### src/ex_pkg.sv
// shared widths, opcodes, zones, start-of-flow tags and trap causes for the execute stage
package ex_pkg;

    localparam int xlen = 32;

    typedef logic [xlen-1:0] xlen_t;
    typedef logic [4:0]      regaddr_t;
    typedef logic [2:0]      funct3_t;

    // alu operations
    typedef enum logic [3:0] {
        alu_add  = 4'd0,
        alu_sub  = 4'd1,
        alu_and  = 4'd2,
        alu_or   = 4'd3,
        alu_xor  = 4'd4,
        alu_sll  = 4'd5,
        alu_srl  = 4'd6,
        alu_sra  = 4'd7,
        alu_slt  = 4'd8,
        alu_sltu = 4'd9
    } alu_op_e;

    // branch compares, same codes as the branch funct3 field
    typedef enum logic [2:0] {
        cmp_beq  = 3'b000,
        cmp_bne  = 3'b001,
        cmp_blt  = 3'b100,
        cmp_bge  = 3'b101,
        cmp_bltu = 3'b110,
        cmp_bgeu = 3'b111
    } cmp_op_e;

    // where a committed result goes
    typedef enum logic [1:0] {
        zone_none    = 2'd0,
        zone_regfile = 2'd1,
        zone_loadq   = 2'd2,
        zone_storeq  = 2'd3
    } zone_e;

    typedef enum logic {
        sofid_run  = 1'b0,
        sofid_jump = 1'b1
    } sofid_e;

    // exception codes as in the privileged spec
    typedef enum logic [3:0] {
        cause_misaligned_fetch = 4'd0,
        cause_fetch_fault      = 4'd1,
        cause_illegal_ins      = 4'd2,
        cause_misaligned_load  = 4'd4,
        cause_misaligned_store = 4'd6,
        cause_ecall            = 4'd11
    } trap_cause_e;

    localparam funct3_t funct3_half = 3'b001;
    localparam funct3_t funct3_word = 3'b010;

endpackage

### src/ex_op_if.sv
// registered instruction bus between the issue register and the commit controller
`timescale 1ns/1ps

interface ex_op_if;

    // qualification
    logic                valid;
    logic                run;
    ex_pkg::zone_e       zone;

    // decoded flags
    logic                cond;
    logic                jump;
    logic                link;
    logic                ecall;
    logic                ferr;
    logic                uerr;

    // payload
    ex_pkg::funct3_t     funct3;
    ex_pkg::regaddr_t    regd_addr;
    ex_pkg::xlen_t       pc;
    ex_pkg::xlen_t       pc_inc;
    ex_pkg::xlen_t       regs2_data;

    modport issue (
        output valid, run, zone,
        output cond, jump, link, ecall, ferr, uerr,
        output funct3, regd_addr, pc, pc_inc, regs2_data
    );

    modport commit (
        input  valid, run, zone,
        input  cond, jump, link, ecall, ferr, uerr,
        input  funct3, regd_addr, pc, pc_inc, regs2_data
    );

endinterface

### src/ex_alu.sv
// registered alu and branch comparator
`timescale 1ns/1ps

module ex_alu (
    input  logic              clk_i,
    input  logic              reset_i,
    input  logic              en_i,
    input  ex_pkg::alu_op_e   op_i,
    input  ex_pkg::xlen_t     left_i,
    input  ex_pkg::xlen_t     right_i,
    input  ex_pkg::cmp_op_e   cmp_op_i,
    input  ex_pkg::xlen_t     cmp_left_i,
    input  ex_pkg::xlen_t     cmp_right_i,
    output ex_pkg::xlen_t     result_o,
    output logic              cmp_o
);

    ex_pkg::xlen_t result_d;
    ex_pkg::xlen_t result_q;
    logic          cmp_d;
    logic          cmp_q;
    logic          cmp_eq;
    logic          cmp_lt;
    logic          cmp_ltu;

    //--------------------------------------------------------------------------
    // operation
    //--------------------------------------------------------------------------
    always_comb begin
        case (op_i)
            ex_pkg::alu_add:  result_d = left_i + right_i;
            ex_pkg::alu_sub:  result_d = left_i - right_i;
            ex_pkg::alu_and:  result_d = left_i & right_i;
            ex_pkg::alu_or:   result_d = left_i | right_i;
            ex_pkg::alu_xor:  result_d = left_i ^ right_i;
            ex_pkg::alu_sll:  result_d = left_i << right_i[4:0];
            ex_pkg::alu_srl:  result_d = left_i >> right_i[4:0];
            ex_pkg::alu_sra:  result_d = ex_pkg::xlen_t'($signed(left_i) >>> right_i[4:0]);
            ex_pkg::alu_slt:  result_d = ex_pkg::xlen_t'($signed(left_i) < $signed(right_i));
            ex_pkg::alu_sltu: result_d = ex_pkg::xlen_t'(left_i < right_i);
            default:          result_d = '0;
        endcase
    end

    //--------------------------------------------------------------------------
    // branch compare
    //--------------------------------------------------------------------------
    assign cmp_eq  = (cmp_left_i == cmp_right_i);
    assign cmp_lt  = ($signed(cmp_left_i) < $signed(cmp_right_i));
    assign cmp_ltu = (cmp_left_i < cmp_right_i);

    always_comb begin
        case (cmp_op_i)
            ex_pkg::cmp_beq:  cmp_d = cmp_eq;
            ex_pkg::cmp_bne:  cmp_d = ~cmp_eq;
            ex_pkg::cmp_blt:  cmp_d = cmp_lt;
            ex_pkg::cmp_bge:  cmp_d = ~cmp_lt;
            ex_pkg::cmp_bltu: cmp_d = cmp_ltu;
            ex_pkg::cmp_bgeu: cmp_d = ~cmp_ltu;
            // funct3 codes 2 and 3 are not branches
            default:          cmp_d = 1'b0;
        endcase
    end

    // held with the stage register
    always_ff @(posedge clk_i) begin
        if (en_i) begin
            result_q <= result_d;
            cmp_q    <= cmp_d;
        end
    end

    assign result_o = result_q;
    assign cmp_o    = cmp_q;

    a_op_known: assert property (@(posedge clk_i) disable iff (reset_i)
        en_i |-> op_i inside {ex_pkg::alu_add, ex_pkg::alu_sub, ex_pkg::alu_and,
                              ex_pkg::alu_or, ex_pkg::alu_xor, ex_pkg::alu_sll,
                              ex_pkg::alu_srl, ex_pkg::alu_sra, ex_pkg::alu_slt,
                              ex_pkg::alu_sltu});

endmodule

### src/ex_issue_reg.sv
// execute stage register with pc increment and start-of-flow tracker
`timescale 1ns/1ps

module ex_issue_reg (
    input  logic               clk_i,
    input  logic               reset_i,
    input  logic               stage_en_i,
    input  logic               redirect_i,
    // decode side
    input  logic               ids_valid_i,
    input  ex_pkg::sofid_e     ids_sofid_i,
    input  logic [1:0]         ids_ins_size_i,
    input  logic               ids_ins_uerr_i,
    input  logic               ids_ins_ferr_i,
    input  logic               ids_jump_i,
    input  logic               ids_ecall_i,
    input  logic               ids_cond_i,
    input  logic               ids_link_i,
    input  ex_pkg::zone_e      ids_zone_i,
    input  ex_pkg::xlen_t      ids_pc_i,
    input  ex_pkg::xlen_t      ids_regs2_data_i,
    input  ex_pkg::regaddr_t   ids_regd_addr_i,
    input  ex_pkg::funct3_t    ids_funct3_i,
    // to commit
    ex_op_if.issue             op
);

    ex_pkg::sofid_e sofid_q;
    logic           valid_q;

    //--------------------------------------------------------------------------
    // start-of-flow tracker
    //--------------------------------------------------------------------------
    // a redirect drops everything until fetch marks the new flow
    always_ff @(posedge clk_i) begin
        if (reset_i) begin
            sofid_q <= ex_pkg::sofid_run;
        end else if (stage_en_i) begin
            if (redirect_i) begin
                sofid_q <= ex_pkg::sofid_jump;
            end else if (ids_valid_i && ids_sofid_i == sofid_q) begin
                sofid_q <= ex_pkg::sofid_run;
            end
        end
    end

    assign op.run = (sofid_q == ex_pkg::sofid_run);

    //--------------------------------------------------------------------------
    // stage register
    //--------------------------------------------------------------------------
    always_ff @(posedge clk_i) begin
        if (reset_i) begin
            valid_q <= 1'b0;
        end else if (stage_en_i) begin
            valid_q <= ids_valid_i;
        end
    end

    assign op.valid = valid_q;

    // payload, no reset needed
    always_ff @(posedge clk_i) begin
        if (stage_en_i) begin
            op.zone       <= ids_zone_i;
            op.cond       <= ids_cond_i;
            op.jump       <= ids_jump_i;
            op.link       <= ids_link_i;
            op.ecall      <= ids_ecall_i;
            op.ferr       <= ids_ins_ferr_i;
            op.uerr       <= ids_ins_uerr_i;
            op.funct3     <= ids_funct3_i;
            op.regd_addr  <= ids_regd_addr_i;
            op.pc         <= ids_pc_i;
            // size counts half-words
            op.pc_inc     <= ids_pc_i + ex_pkg::xlen_t'({ids_ins_size_i, 1'b0});
            op.regs2_data <= ids_regs2_data_i;
        end
    end

    a_valid_held: assert property (@(posedge clk_i) disable iff (reset_i)
        !stage_en_i |=> $stable(op.valid));

endmodule

### src/ex_commit_ctrl.sv
// exception checks, commit qualification, stall control and commit output muxes
`timescale 1ns/1ps

module ex_commit_ctrl #(
    parameter ex_pkg::xlen_t TRAP_VEC       = 32'h0000_0100,
    parameter bit            HAS_COMPRESSED = 1'b0
) (
    input  logic                 clk_i,
    input  logic                 reset_i,
    ex_op_if.commit              op,
    input  ex_pkg::xlen_t        alu_result_i,
    input  logic                 alu_cmp_i,
    input  logic                 lsq_full_i,
    output logic                 stage_en_o,
    output logic                 redirect_o,
    output logic                 trap_o,
    output ex_pkg::trap_cause_e  trap_cause_o,
    output ex_pkg::xlen_t        jump_addr_o,
    output logic                 regd_wr_o,
    output logic                 regd_cncl_load_o,
    output logic                 lq_wr_o,
    output logic                 sq_wr_o,
    output ex_pkg::xlen_t        regd_data_o
);

    logic is_load;
    logic is_store;
    logic is_reg;
    logic misaligned;
    logic excp_maif;
    logic excp_mala;
    logic excp_masa;
    logic excp_any;
    logic trap;
    logic commit;
    logic stall;

    assign is_load  = (op.zone == ex_pkg::zone_loadq);
    assign is_store = (op.zone == ex_pkg::zone_storeq);
    assign is_reg   = (op.zone == ex_pkg::zone_regfile);

    //--------------------------------------------------------------------------
    // exception checks
    //--------------------------------------------------------------------------
    // access address is the alu result
    assign misaligned = (op.funct3 == ex_pkg::funct3_half && alu_result_i[0]) ||
                        (op.funct3 == ex_pkg::funct3_word && |alu_result_i[1:0]);
    assign excp_mala  = is_load & misaligned;
    assign excp_masa  = is_store & misaligned;
    assign excp_maif  = op.jump & (HAS_COMPRESSED ? alu_result_i[0] : |alu_result_i[1:0]);
    assign excp_any   = op.ferr | op.uerr | excp_maif | op.ecall | excp_mala | excp_masa;

    always_comb begin
        if (op.ferr) begin
            trap_cause_o = ex_pkg::cause_fetch_fault;
        end else if (op.uerr) begin
            trap_cause_o = ex_pkg::cause_illegal_ins;
        end else if (excp_maif) begin
            trap_cause_o = ex_pkg::cause_misaligned_fetch;
        end else if (op.ecall) begin
            trap_cause_o = ex_pkg::cause_ecall;
        end else if (excp_mala) begin
            trap_cause_o = ex_pkg::cause_misaligned_load;
        end else begin
            trap_cause_o = ex_pkg::cause_misaligned_store;
        end
    end

    //--------------------------------------------------------------------------
    // commit and stall
    //--------------------------------------------------------------------------
    assign trap   = op.valid & op.run & excp_any;
    assign commit = op.valid & op.run & (~op.cond | alu_cmp_i) & ~trap;

    // hold a load or store until the queue has room
    assign stall      = commit & lsq_full_i & (is_load | is_store);
    assign stage_en_o = ~stall;

    assign redirect_o       = stage_en_o & ((commit & op.jump) | trap);
    assign trap_o           = stage_en_o & trap;
    assign regd_wr_o        = stage_en_o & commit & is_reg;
    assign lq_wr_o          = stage_en_o & commit & is_load;
    assign sq_wr_o          = stage_en_o & commit & is_store;
    // tells the register file a pending load will not return
    assign regd_cncl_load_o = stage_en_o & op.valid & is_load & ~commit;

    //--------------------------------------------------------------------------
    // output muxes
    //--------------------------------------------------------------------------
    assign jump_addr_o = trap ? TRAP_VEC : alu_result_i;
    assign regd_data_o = op.link ? op.pc_inc : alu_result_i;

    a_trap_no_write: assert property (@(posedge clk_i) disable iff (reset_i)
        trap_o |-> !(regd_wr_o || lq_wr_o || sq_wr_o));

endmodule

### src/ex_stage_top.sv
// execute stage top level with issue register, alu and commit controller
`timescale 1ns/1ps

module ex_stage_top #(
    parameter ex_pkg::xlen_t TRAP_VEC       = 32'h0000_0100,
    parameter bit            HAS_COMPRESSED = 1'b0
) (
    input  logic                 clk_i,
    input  logic                 reset_i,
    // fetch redirect
    output logic                 pfu_jump_o,
    output ex_pkg::xlen_t        pfu_jump_addr_o,
    // decode side
    input  logic                 ids_valid_i,
    output logic                 ids_stall_o,
    input  ex_pkg::sofid_e       ids_sofid_i,
    input  logic [1:0]           ids_ins_size_i,
    input  logic                 ids_ins_uerr_i,
    input  logic                 ids_ins_ferr_i,
    input  logic                 ids_jump_i,
    input  logic                 ids_ecall_i,
    input  logic                 ids_cond_i,
    input  logic                 ids_link_i,
    input  ex_pkg::zone_e        ids_zone_i,
    input  ex_pkg::xlen_t        ids_pc_i,
    input  ex_pkg::alu_op_e      ids_alu_op_i,
    input  ex_pkg::xlen_t        ids_operand_left_i,
    input  ex_pkg::xlen_t        ids_operand_right_i,
    input  ex_pkg::xlen_t        ids_regs1_data_i,
    input  ex_pkg::xlen_t        ids_cmp_right_i,
    input  ex_pkg::xlen_t        ids_regs2_data_i,
    input  ex_pkg::regaddr_t     ids_regd_addr_i,
    input  ex_pkg::funct3_t      ids_funct3_i,
    // write-back
    output logic                 ids_regd_wr_o,
    output logic                 ids_regd_cncl_load_o,
    output ex_pkg::regaddr_t     ids_regd_addr_o,
    output ex_pkg::xlen_t        ids_regd_data_o,
    // load/store queue
    input  logic                 lsq_full_i,
    output logic                 lsq_lq_wr_o,
    output logic                 lsq_sq_wr_o,
    output ex_pkg::funct3_t      lsq_funct3_o,
    output ex_pkg::regaddr_t     lsq_regd_addr_o,
    output ex_pkg::xlen_t        lsq_regs2_data_o,
    output ex_pkg::xlen_t        lsq_addr_o,
    // exceptions
    output logic                 trap_o,
    output ex_pkg::trap_cause_e  trap_cause_o
);

    logic          stage_en;
    logic          redirect;
    ex_pkg::xlen_t alu_result;
    logic          alu_cmp;

    ex_op_if op_bus ();

    ex_issue_reg u_issue_reg (
        .clk_i            (clk_i),
        .reset_i          (reset_i),
        .stage_en_i       (stage_en),
        .redirect_i       (redirect),
        .ids_valid_i      (ids_valid_i),
        .ids_sofid_i      (ids_sofid_i),
        .ids_ins_size_i   (ids_ins_size_i),
        .ids_ins_uerr_i   (ids_ins_uerr_i),
        .ids_ins_ferr_i   (ids_ins_ferr_i),
        .ids_jump_i       (ids_jump_i),
        .ids_ecall_i      (ids_ecall_i),
        .ids_cond_i       (ids_cond_i),
        .ids_link_i       (ids_link_i),
        .ids_zone_i       (ids_zone_i),
        .ids_pc_i         (ids_pc_i),
        .ids_regs2_data_i (ids_regs2_data_i),
        .ids_regd_addr_i  (ids_regd_addr_i),
        .ids_funct3_i     (ids_funct3_i),
        .op               (op_bus.issue)
    );

    // compare type comes straight from funct3
    ex_alu u_alu (
        .clk_i       (clk_i),
        .reset_i     (reset_i),
        .en_i        (stage_en),
        .op_i        (ids_alu_op_i),
        .left_i      (ids_operand_left_i),
        .right_i     (ids_operand_right_i),
        .cmp_op_i    (ex_pkg::cmp_op_e'(ids_funct3_i)),
        .cmp_left_i  (ids_regs1_data_i),
        .cmp_right_i (ids_cmp_right_i),
        .result_o    (alu_result),
        .cmp_o       (alu_cmp)
    );

    ex_commit_ctrl #(
        .TRAP_VEC       (TRAP_VEC),
        .HAS_COMPRESSED (HAS_COMPRESSED)
    ) u_commit_ctrl (
        .clk_i            (clk_i),
        .reset_i          (reset_i),
        .op               (op_bus.commit),
        .alu_result_i     (alu_result),
        .alu_cmp_i        (alu_cmp),
        .lsq_full_i       (lsq_full_i),
        .stage_en_o       (stage_en),
        .redirect_o       (redirect),
        .trap_o           (trap_o),
        .trap_cause_o     (trap_cause_o),
        .jump_addr_o      (pfu_jump_addr_o),
        .regd_wr_o        (ids_regd_wr_o),
        .regd_cncl_load_o (ids_regd_cncl_load_o),
        .lq_wr_o          (lsq_lq_wr_o),
        .sq_wr_o          (lsq_sq_wr_o),
        .regd_data_o      (ids_regd_data_o)
    );

    assign pfu_jump_o       = redirect;
    assign ids_stall_o      = ~stage_en;
    assign ids_regd_addr_o  = op_bus.regd_addr;
    assign lsq_funct3_o     = op_bus.funct3;
    assign lsq_regd_addr_o  = op_bus.regd_addr;
    assign lsq_regs2_data_o = op_bus.regs2_data;
    assign lsq_addr_o       = alu_result;

endmodule

### config.mk
export PLATFORM = sky130hd
export DESIGN_NAME = ex_stage_top
export DESIGN_NICKNAME = d
export VERILOG_FILES = /design/src/ex_pkg.sv /design/src/ex_op_if.sv /design/src/ex_alu.sv /design/src/ex_issue_reg.sv /design/src/ex_commit_ctrl.sv /design/src/ex_stage_top.sv
export SDC_FILE = /design/constraint.sdc
export NUM_CORES = 1
export LEC_CHECK = 0
export BUFFER_PORTS_ARGS = -buffer_cell sky130_fd_sc_hd__clkbuf_2
export CAP_MARGIN = 10
export CORE_MARGIN = 8
export CORE_UTILIZATION = 50
export DETAILED_ROUTE_END_ITERATION = 12
export PLACE_DENSITY = 0.8
export SLEW_MARGIN = 5
export SYNTH_ARGS = -nofsm -noshare
export SYNTH_HDL_FRONTEND = slang
export SYNTH_SLANG_ARGS = --single-unit
export TNS_END_PERCENT = 5
### constraint.sdc
create_clock -name clk_i -period 9.98 [get_ports clk_i]
set_input_delay 2.994 -clock clk_i [delete_from_list [all_inputs] [get_ports clk_i]]
set_output_delay 2.994 -clock clk_i [all_outputs]
set_load 0.1 [all_outputs]
==> impl_metrics.env, run 1 <==
export IMPL_die_h_um=187
export IMPL_synth_cell_types=95
export IMPL_hp_start="u_issue_reg.sofid_q"
export IMPL_yosysMostFrequentCell="nor2_1"
export IMPL_vias_per_cell=6.64
export IMPL_p_leak_nw=7.90
export IMPL_cp_max_fo=5
export IMPL_criticalPathCategory="primary input to output pin"
export IMPL_portBuffers=370
export IMPL_routabilityCongestion=1.03
export IMPL_synthCells=1773
export IMPL_startpoint_type="primary input"
export IMPL_firstDrtPassIters=6
export IMPL_grt_overflow_total=0
export IMPL_postCtsHoldBufs=0
export IMPL_grt_max_degree=88
export IMPL_cts_setup_buffers=0
export IMPL_cts_buffer_depth=2
export IMPL_synth_enable_flop_cells=113
export IMPL_maxCapViolations=0
export IMPL_nNetsFinal=2418
export IMPL_regArea_um2=3430
export IMPL_drive_gt1_share_pct=26.4
export IMPL_vdd_ir_drop_max_mv=0.118
export IMPL_design_die_area_um2=35100
export IMPL_place_area_um2=16700
export IMPL_insertion_delay_ns=0.42
export IMPL_ctsRootBufferMaster="clkbuf_16"
export IMPL_timing_final_crit_share_pct=70.6
export IMPL_track_usage_pct=37.2
export IMPL_worstMarginPinSlew_ns=1.28
export IMPL_clkTransAtPathRegs_ns=0.06
export IMPL_syn_to_final_growth_pct=17.4
export IMPL_async_reset_ff_share_pct=0
export IMPL_synth_top_cells_by_area="edfxtp_1 (23%), ha_1 (11%), mux4_2 (5.1%)"
export IMPL_initial_utilization_pct=51.0
export IMPL_hold_violations=0
export IMPL_synthTopCellsByCount="nor2_1 (178), nand2_1 (151), inv_1 (134)"
export IMPL_cp_arrival_ns=4.05
export IMPL_status="finished, final reports clean"
export IMPL_coreArea_um2=28800
export IMPL_setup_tns_ns=0
export IMPL_dr_total_vias=16342
export IMPL_startpoint="lsq_full_i"
export IMPL_route_detailed_drc=0
export IMPL_finalWirelength_um=68800
export IMPL_period_needed_ns=7.05
export IMPL_ys_seq_elements=115
export IMPL_clock_skew_final_ns=0.0122
export IMPL_ant_nets=0
export IMPL_postSynthAreaPerCell_um2=8.28
export IMPL_rsz0062_at_grt="no"
export IMPL_synth_area_um2=14700
export IMPL_fmax_ghz=0.142
export IMPL_hold_class="flip-flop to flip-flop"
export IMPL_critPathCaptureType="output pin"
export IMPL_yosysSeqAreaShare_pct=23.4
export IMPL_grt_pass1_wl_um=101000
export IMPL_yosysWarnings=0
export IMPL_nFillCells=2649
export IMPL_synth_top_area_cell="edfxtp_1"
export IMPL_wl_per_cell_um=28.0
export IMPL_synth_top_cell_area_share_pct=23.1
export IMPL_cts_tree="yes"
export IMPL_grt_pass1_vias=15766
export IMPL_design_area_um2=17200
export IMPL_p_total_mw=2.49
export IMPL_p_per_area_nw_per_um2=144
export IMPL_slew_headroom_pct=13.9
export IMPL_antenna_found_initial=0
export IMPL_rows=62
export IMPL_setup_violations_final=0
export IMPL_clkSinkCount=115
export IMPL_synth_top_flop_cell="edfxtp_1"
export IMPL_fp_dieW_um=187
export IMPL_worstPathRequired_ns=6.99
export IMPL_post_cts_resized=0
export IMPL_drt_iter0_drc=2169
export IMPL_slew_viol_final=0
export IMPL_ios=371
export IMPL_numCtsBuffers=17
export IMPL_r2r_start="u_alu.result_o[1]"
export IMPL_multiInputGateArea_um2=10300
export IMPL_synth_fp_nets=2127
export IMPL_htree_levels=4
export IMPL_hpwlAfterDp_um=54300
## placed cells by master, fill, tap and decap left out, drive strengths merged, types with 33 or more instances in the layout
master / n
a21oi: 124
and2: 39
clkbuf: 385
edfxtp: 113
ha: 132
inv: 137
mux2: 64
mux2i: 44
mux4: 33
nand2: 151
nand3: 38
nor2: 178
o21ai: 106
## power breakdown
group	switching [mW]	leakage, nW	total [mW]	internal [mW]
logic	0.996	6.41	1.30	0.299
registers	0.0466	1.23	0.627	0.581
clock network	0.229	0.259	0.568	0.338
total	1.27	7.90	2.49	1.22
## layout make-up
class	instances	area share (%)
inverter	137	3.00
tap	384	2.79
sequential	115	19.9
timing repair buffer	390	11.6
antenna	1	0.0145
multi-input combinational	1403	59.5
clock inverter	14	0.668
clock buffer	17	2.47
## worst max-delay path: stages
cell	delay [ns]
clkbuf_2	0.10
and3_1	0.24
a21o_1	0.19
inv_1	0.07
clkbuf_2	0.45
## final timing paths
path / end / slack [ns] / cells after the start
setup / recovery: pfu_jump_o / 2.93 / 5
hold / removal: u_issue_reg.sofid_q / 0.51 / 2
setup reg to reg: u_issue_reg.op.pc_inc[8] / 6.72 / 8
hold reg to reg: u_issue_reg.sofid_q / 0.51 / 2
## routing by layer
metal / global-route usage (%) / vias up / share of wire, %
met3: 7.21 / 186 / 10
li1: - / 7175 / -
met2: 59.7 / 1088 / 46
met4: 18.7 / 0 / 5.4
met1: 47.2 / 7893 / 39
met5: 0 / - / 0
## kinds of logic after synthesis
| logic type | Yosys count | synth area share (%) |
|---|---|---|
| AOI/OAI and AO/OA | 520 | 24.3 |
| xor gates and xnor gates | 36 | 2.15 |
| adders and majority gates | 135 | 11.7 |
| buffers and inverters | 255 | 6.95 |
| DFF | 115 | 23.4 |
| muxes | 141 | 13.0 |
| and+or+nand+nor | 571 | 18.6 |
## sequential cells by signal (all words and copies together), names as in the netlist, 2 cells and up
signal                     cells
u_alu.result_o                32
u_issue_reg.op.funct3          3
u_issue_reg.op.pc_inc         32
u_issue_reg.op.regd_addr       5
u_issue_reg.op.regs2_data     32
u_issue_reg.op.zone            2
## through the flow
stage               worst slack, ns  cells  util, %  hold WS, ns
finish                         2.93   2461     59.9        0.508
global route                   2.93   2460     59.9        0.558
CTS                            2.96   2460     59.9        0.505
detailed placement             2.96   2429     58.0        0.495
global placement               2.96   2429     58.0        0.501
floorplan                      1.78   1773        -        0.456
Note: power is estimated with default switching activity, not from simulation.
==> inputs of run 2 (changes only) <==
clock period = 6.8 ns   (was 9.98 ns; I/O delays follow)
==> run 2 against run 1 <==
- via count decreased by 0.91%
- total power up 51%
- wire length is 5.0% lower
- cell count hardly changed
- design area increased by 0.57%
- sequential share of layout area shrank 0.11 points
- clock skew is essentially flat
- setup slack lost 1.7 ns
- critical path depth up 6
- count of clock-buffer cells in the layout increased by 1
- non-clock buffer count rose by 1
- critical path type is now primary input to flip-flop
- critical endpoint is now u_alu.result_o[27]
- highest routed layer is now met5
==> impl_metrics.env, run 2 (synthesis results as in run 1) <==
export IMPL_crit_family="compound AO/OA/AOI/OAI gates"
export IMPL_route_detailed_drc=0
export IMPL_slew_headroom_pct=24.8
export IMPL_maxCapViolations=0
export IMPL_critPathMaxStageDelay_ns=0.56
export IMPL_postCtsHoldBufs=0
export IMPL_numCtsBuffers=17
export IMPL_ant_nets=0
export IMPL_hpwlAfterDp_um=52000
export IMPL_worstMarginPinSlew_ns=1.12
export IMPL_nNetsFinal=2419
export IMPL_hold_class="flip-flop to flip-flop"
export IMPL_num_antenna_cells=0
export IMPL_syn_to_final_growth_pct=18.1
export IMPL_min_path_cells=2
export IMPL_startpoint_type="primary input"
export IMPL_place_ws_ns=0.940
export IMPL_cp_max_fo=27
export IMPL_final_common_cell="clkbuf_2"
export IMPL_cp_arrival_ns=5.77
export IMPL_met2_length_um=29800
export IMPL_coreArea_um2=28800
export IMPL_fin_util_pct=60.2
export IMPL_fmax_ghz=0.178
export IMPL_wl_per_cell_um=26.6
export IMPL_grt_pass1_wl_um=96800
export IMPL_insertion_delay_ns=0.41
export IMPL_crit_chain="buf_4 -> clkinv_1 -> ha_1 -> o21ba_1 -> or4_4 -> a2111oi_4 -> o21ai_1 -> a311oi_1 -> nor2_1 -> a221o_1 -> a21o_1"
export IMPL_p_total_mw=3.76
export IMPL_routabilityCongestion=1.08
export IMPL_cts_setup_buffers=0
export IMPL_grt_overflow_total=0
export IMPL_drive_gt1_share_pct=26.4
export IMPL_initial_utilization_pct=51.0
export IMPL_portBuffers=370
export IMPL_grt_max_degree=83
export IMPL_ff2ff_path_depth=7
export IMPL_grt_pass1_vias=15501
export IMPL_htree_levels=4
export IMPL_slew_viol_final=0
export IMPL_dp_cells=2430
export IMPL_setup_violations_final=0
export IMPL_clkSinkCount=115
export IMPL_hold_ws_ns=0.507
export IMPL_min_to="u_issue_reg.sofid_q"
export IMPL_reg2reg_slack_ns=3.54
export IMPL_final_cell_mix="clkbuf_2 (368), nor2_1 (178), nand2_1 (151), inv_1 (133), ha_1 (132)"
export IMPL_critPathCaptureType="flip-flop"
export IMPL_vdd_ir_drop_max_mv=0.165
export IMPL_setup_tns_ns=0
export IMPL_rsz0062_at_grt="no"
export IMPL_fp_dieW_um=187
export IMPL_ctsRootBufferMaster="clkbuf_16"
export IMPL_wl_met1_um=24400
export IMPL_finalWirelength_um=65400
export IMPL_timing_final_crit_share_pct=82.4
export IMPL_cp_slowest_cell="a2111oi_4"
export IMPL_hold_violations=0
export IMPL_r2r_start="u_alu.result_o[1]"
export IMPL_instances_no_fill=2462
export IMPL_ios=371
export IMPL_design_area_um2=17300
export IMPL_nFillCells=2602
export IMPL_cts_tree="yes"
export IMPL_cts_buffer_depth=2
export IMPL_firstDrtPassIters=8
export IMPL_design_die_area_um2=35100
export IMPL_path_buf_inv=2
export IMPL_die_h_um=187
export IMPL_track_usage_pct=35.3
export IMPL_worstPathRequired_ns=6.96
export IMPL_dr_total_vias=16194
export IMPL_p_per_area_nw_per_um2=217
export IMPL_rr_endpoint="u_issue_reg.op.pc_inc[10]"
export IMPL_p_leak_nw=7.96
export IMPL_vias_per_cell=6.58
export IMPL_fin_ws_ns=1.19
export IMPL_dr_max_layer_used="met5"
export IMPL_status="finished, final reports clean"
export IMPL_hp_start="u_issue_reg.sofid_q"
export IMPL_place_area_um2=16700
export IMPL_clkTransAtPathRegs_ns=0.06
export IMPL_period_needed_ns=5.61
export IMPL_post_cts_resized=0
export IMPL_wl_met3_um=7500
export IMPL_clock_skew_final_ns=0.0121
export IMPL_criticalPathCategory="primary input to flip-flop"
export IMPL_rows=62
export IMPL_drt_iter0_drc=2068
export IMPL_antenna_found_initial=3
==> run 2: where the power goes <==
part / leakage [nW] / switching (mW) / internal [mW] / total (mW)
sequential: 1.23 / 0.0665 / 0.852 / 0.919
clock: 0.305 / 0.334 / 0.618 / 0.952
combinational: 6.42 / 1.45 / 0.440 / 1.89
==> run 2: worst max path at each step <==
stage	from	to	slack, ns	cells past startpoint
detailed placement	ids_operand_right_i[1]	u_alu.result_o[27]	0.94	11
finish	ids_operand_right_i[1]	u_alu.result_o[27]	1.19	11
global route	ids_operand_right_i[1]	u_alu.result_o[27]	1.11	11
global placement	ids_operand_right_i[1]	u_alu.result_o[27]	0.96	11
CTS	ids_operand_right_i[1]	u_alu.result_o[27]	1.34	11
floorplan	lsq_full_i	lsq_lq_wr_o	0.51	1
==> run 2: final cells by class <==
class                   count  area [um2]  share of cell area (%)
multi-input cells        1403       10300                    59.1
flip-flops and latches    115        3430                    19.8
repair buffers            391        2020                    11.7
inverters                 137         517                    2.98
well taps                 384         480                    2.77
clock buffers              18         429                    2.48
clock inverters            14         203                    1.17
==> run 2: layer usage <==
| metal | vias to the layer above | track usage, % |
|---|---|---|
| met5 | - | 0 |
| met4 | 6 | 17.5 |
| met3 | 209 | 8.20 |
| met2 | 1178 | 57.0 |
| met1 | 7607 | 43.8 |
| li1 | 7194 | - |
==> run 2: worst register-to-register path: stages (launching register included) <==
cell and delay, ns:
edfxtp_1 0.58, nand3b_1 0.12, a21oi_1 0.27, a21oi_1 0.13, and2_1 0.18, and3_1 0.27, inv_4 0.76, buf_4 0.59
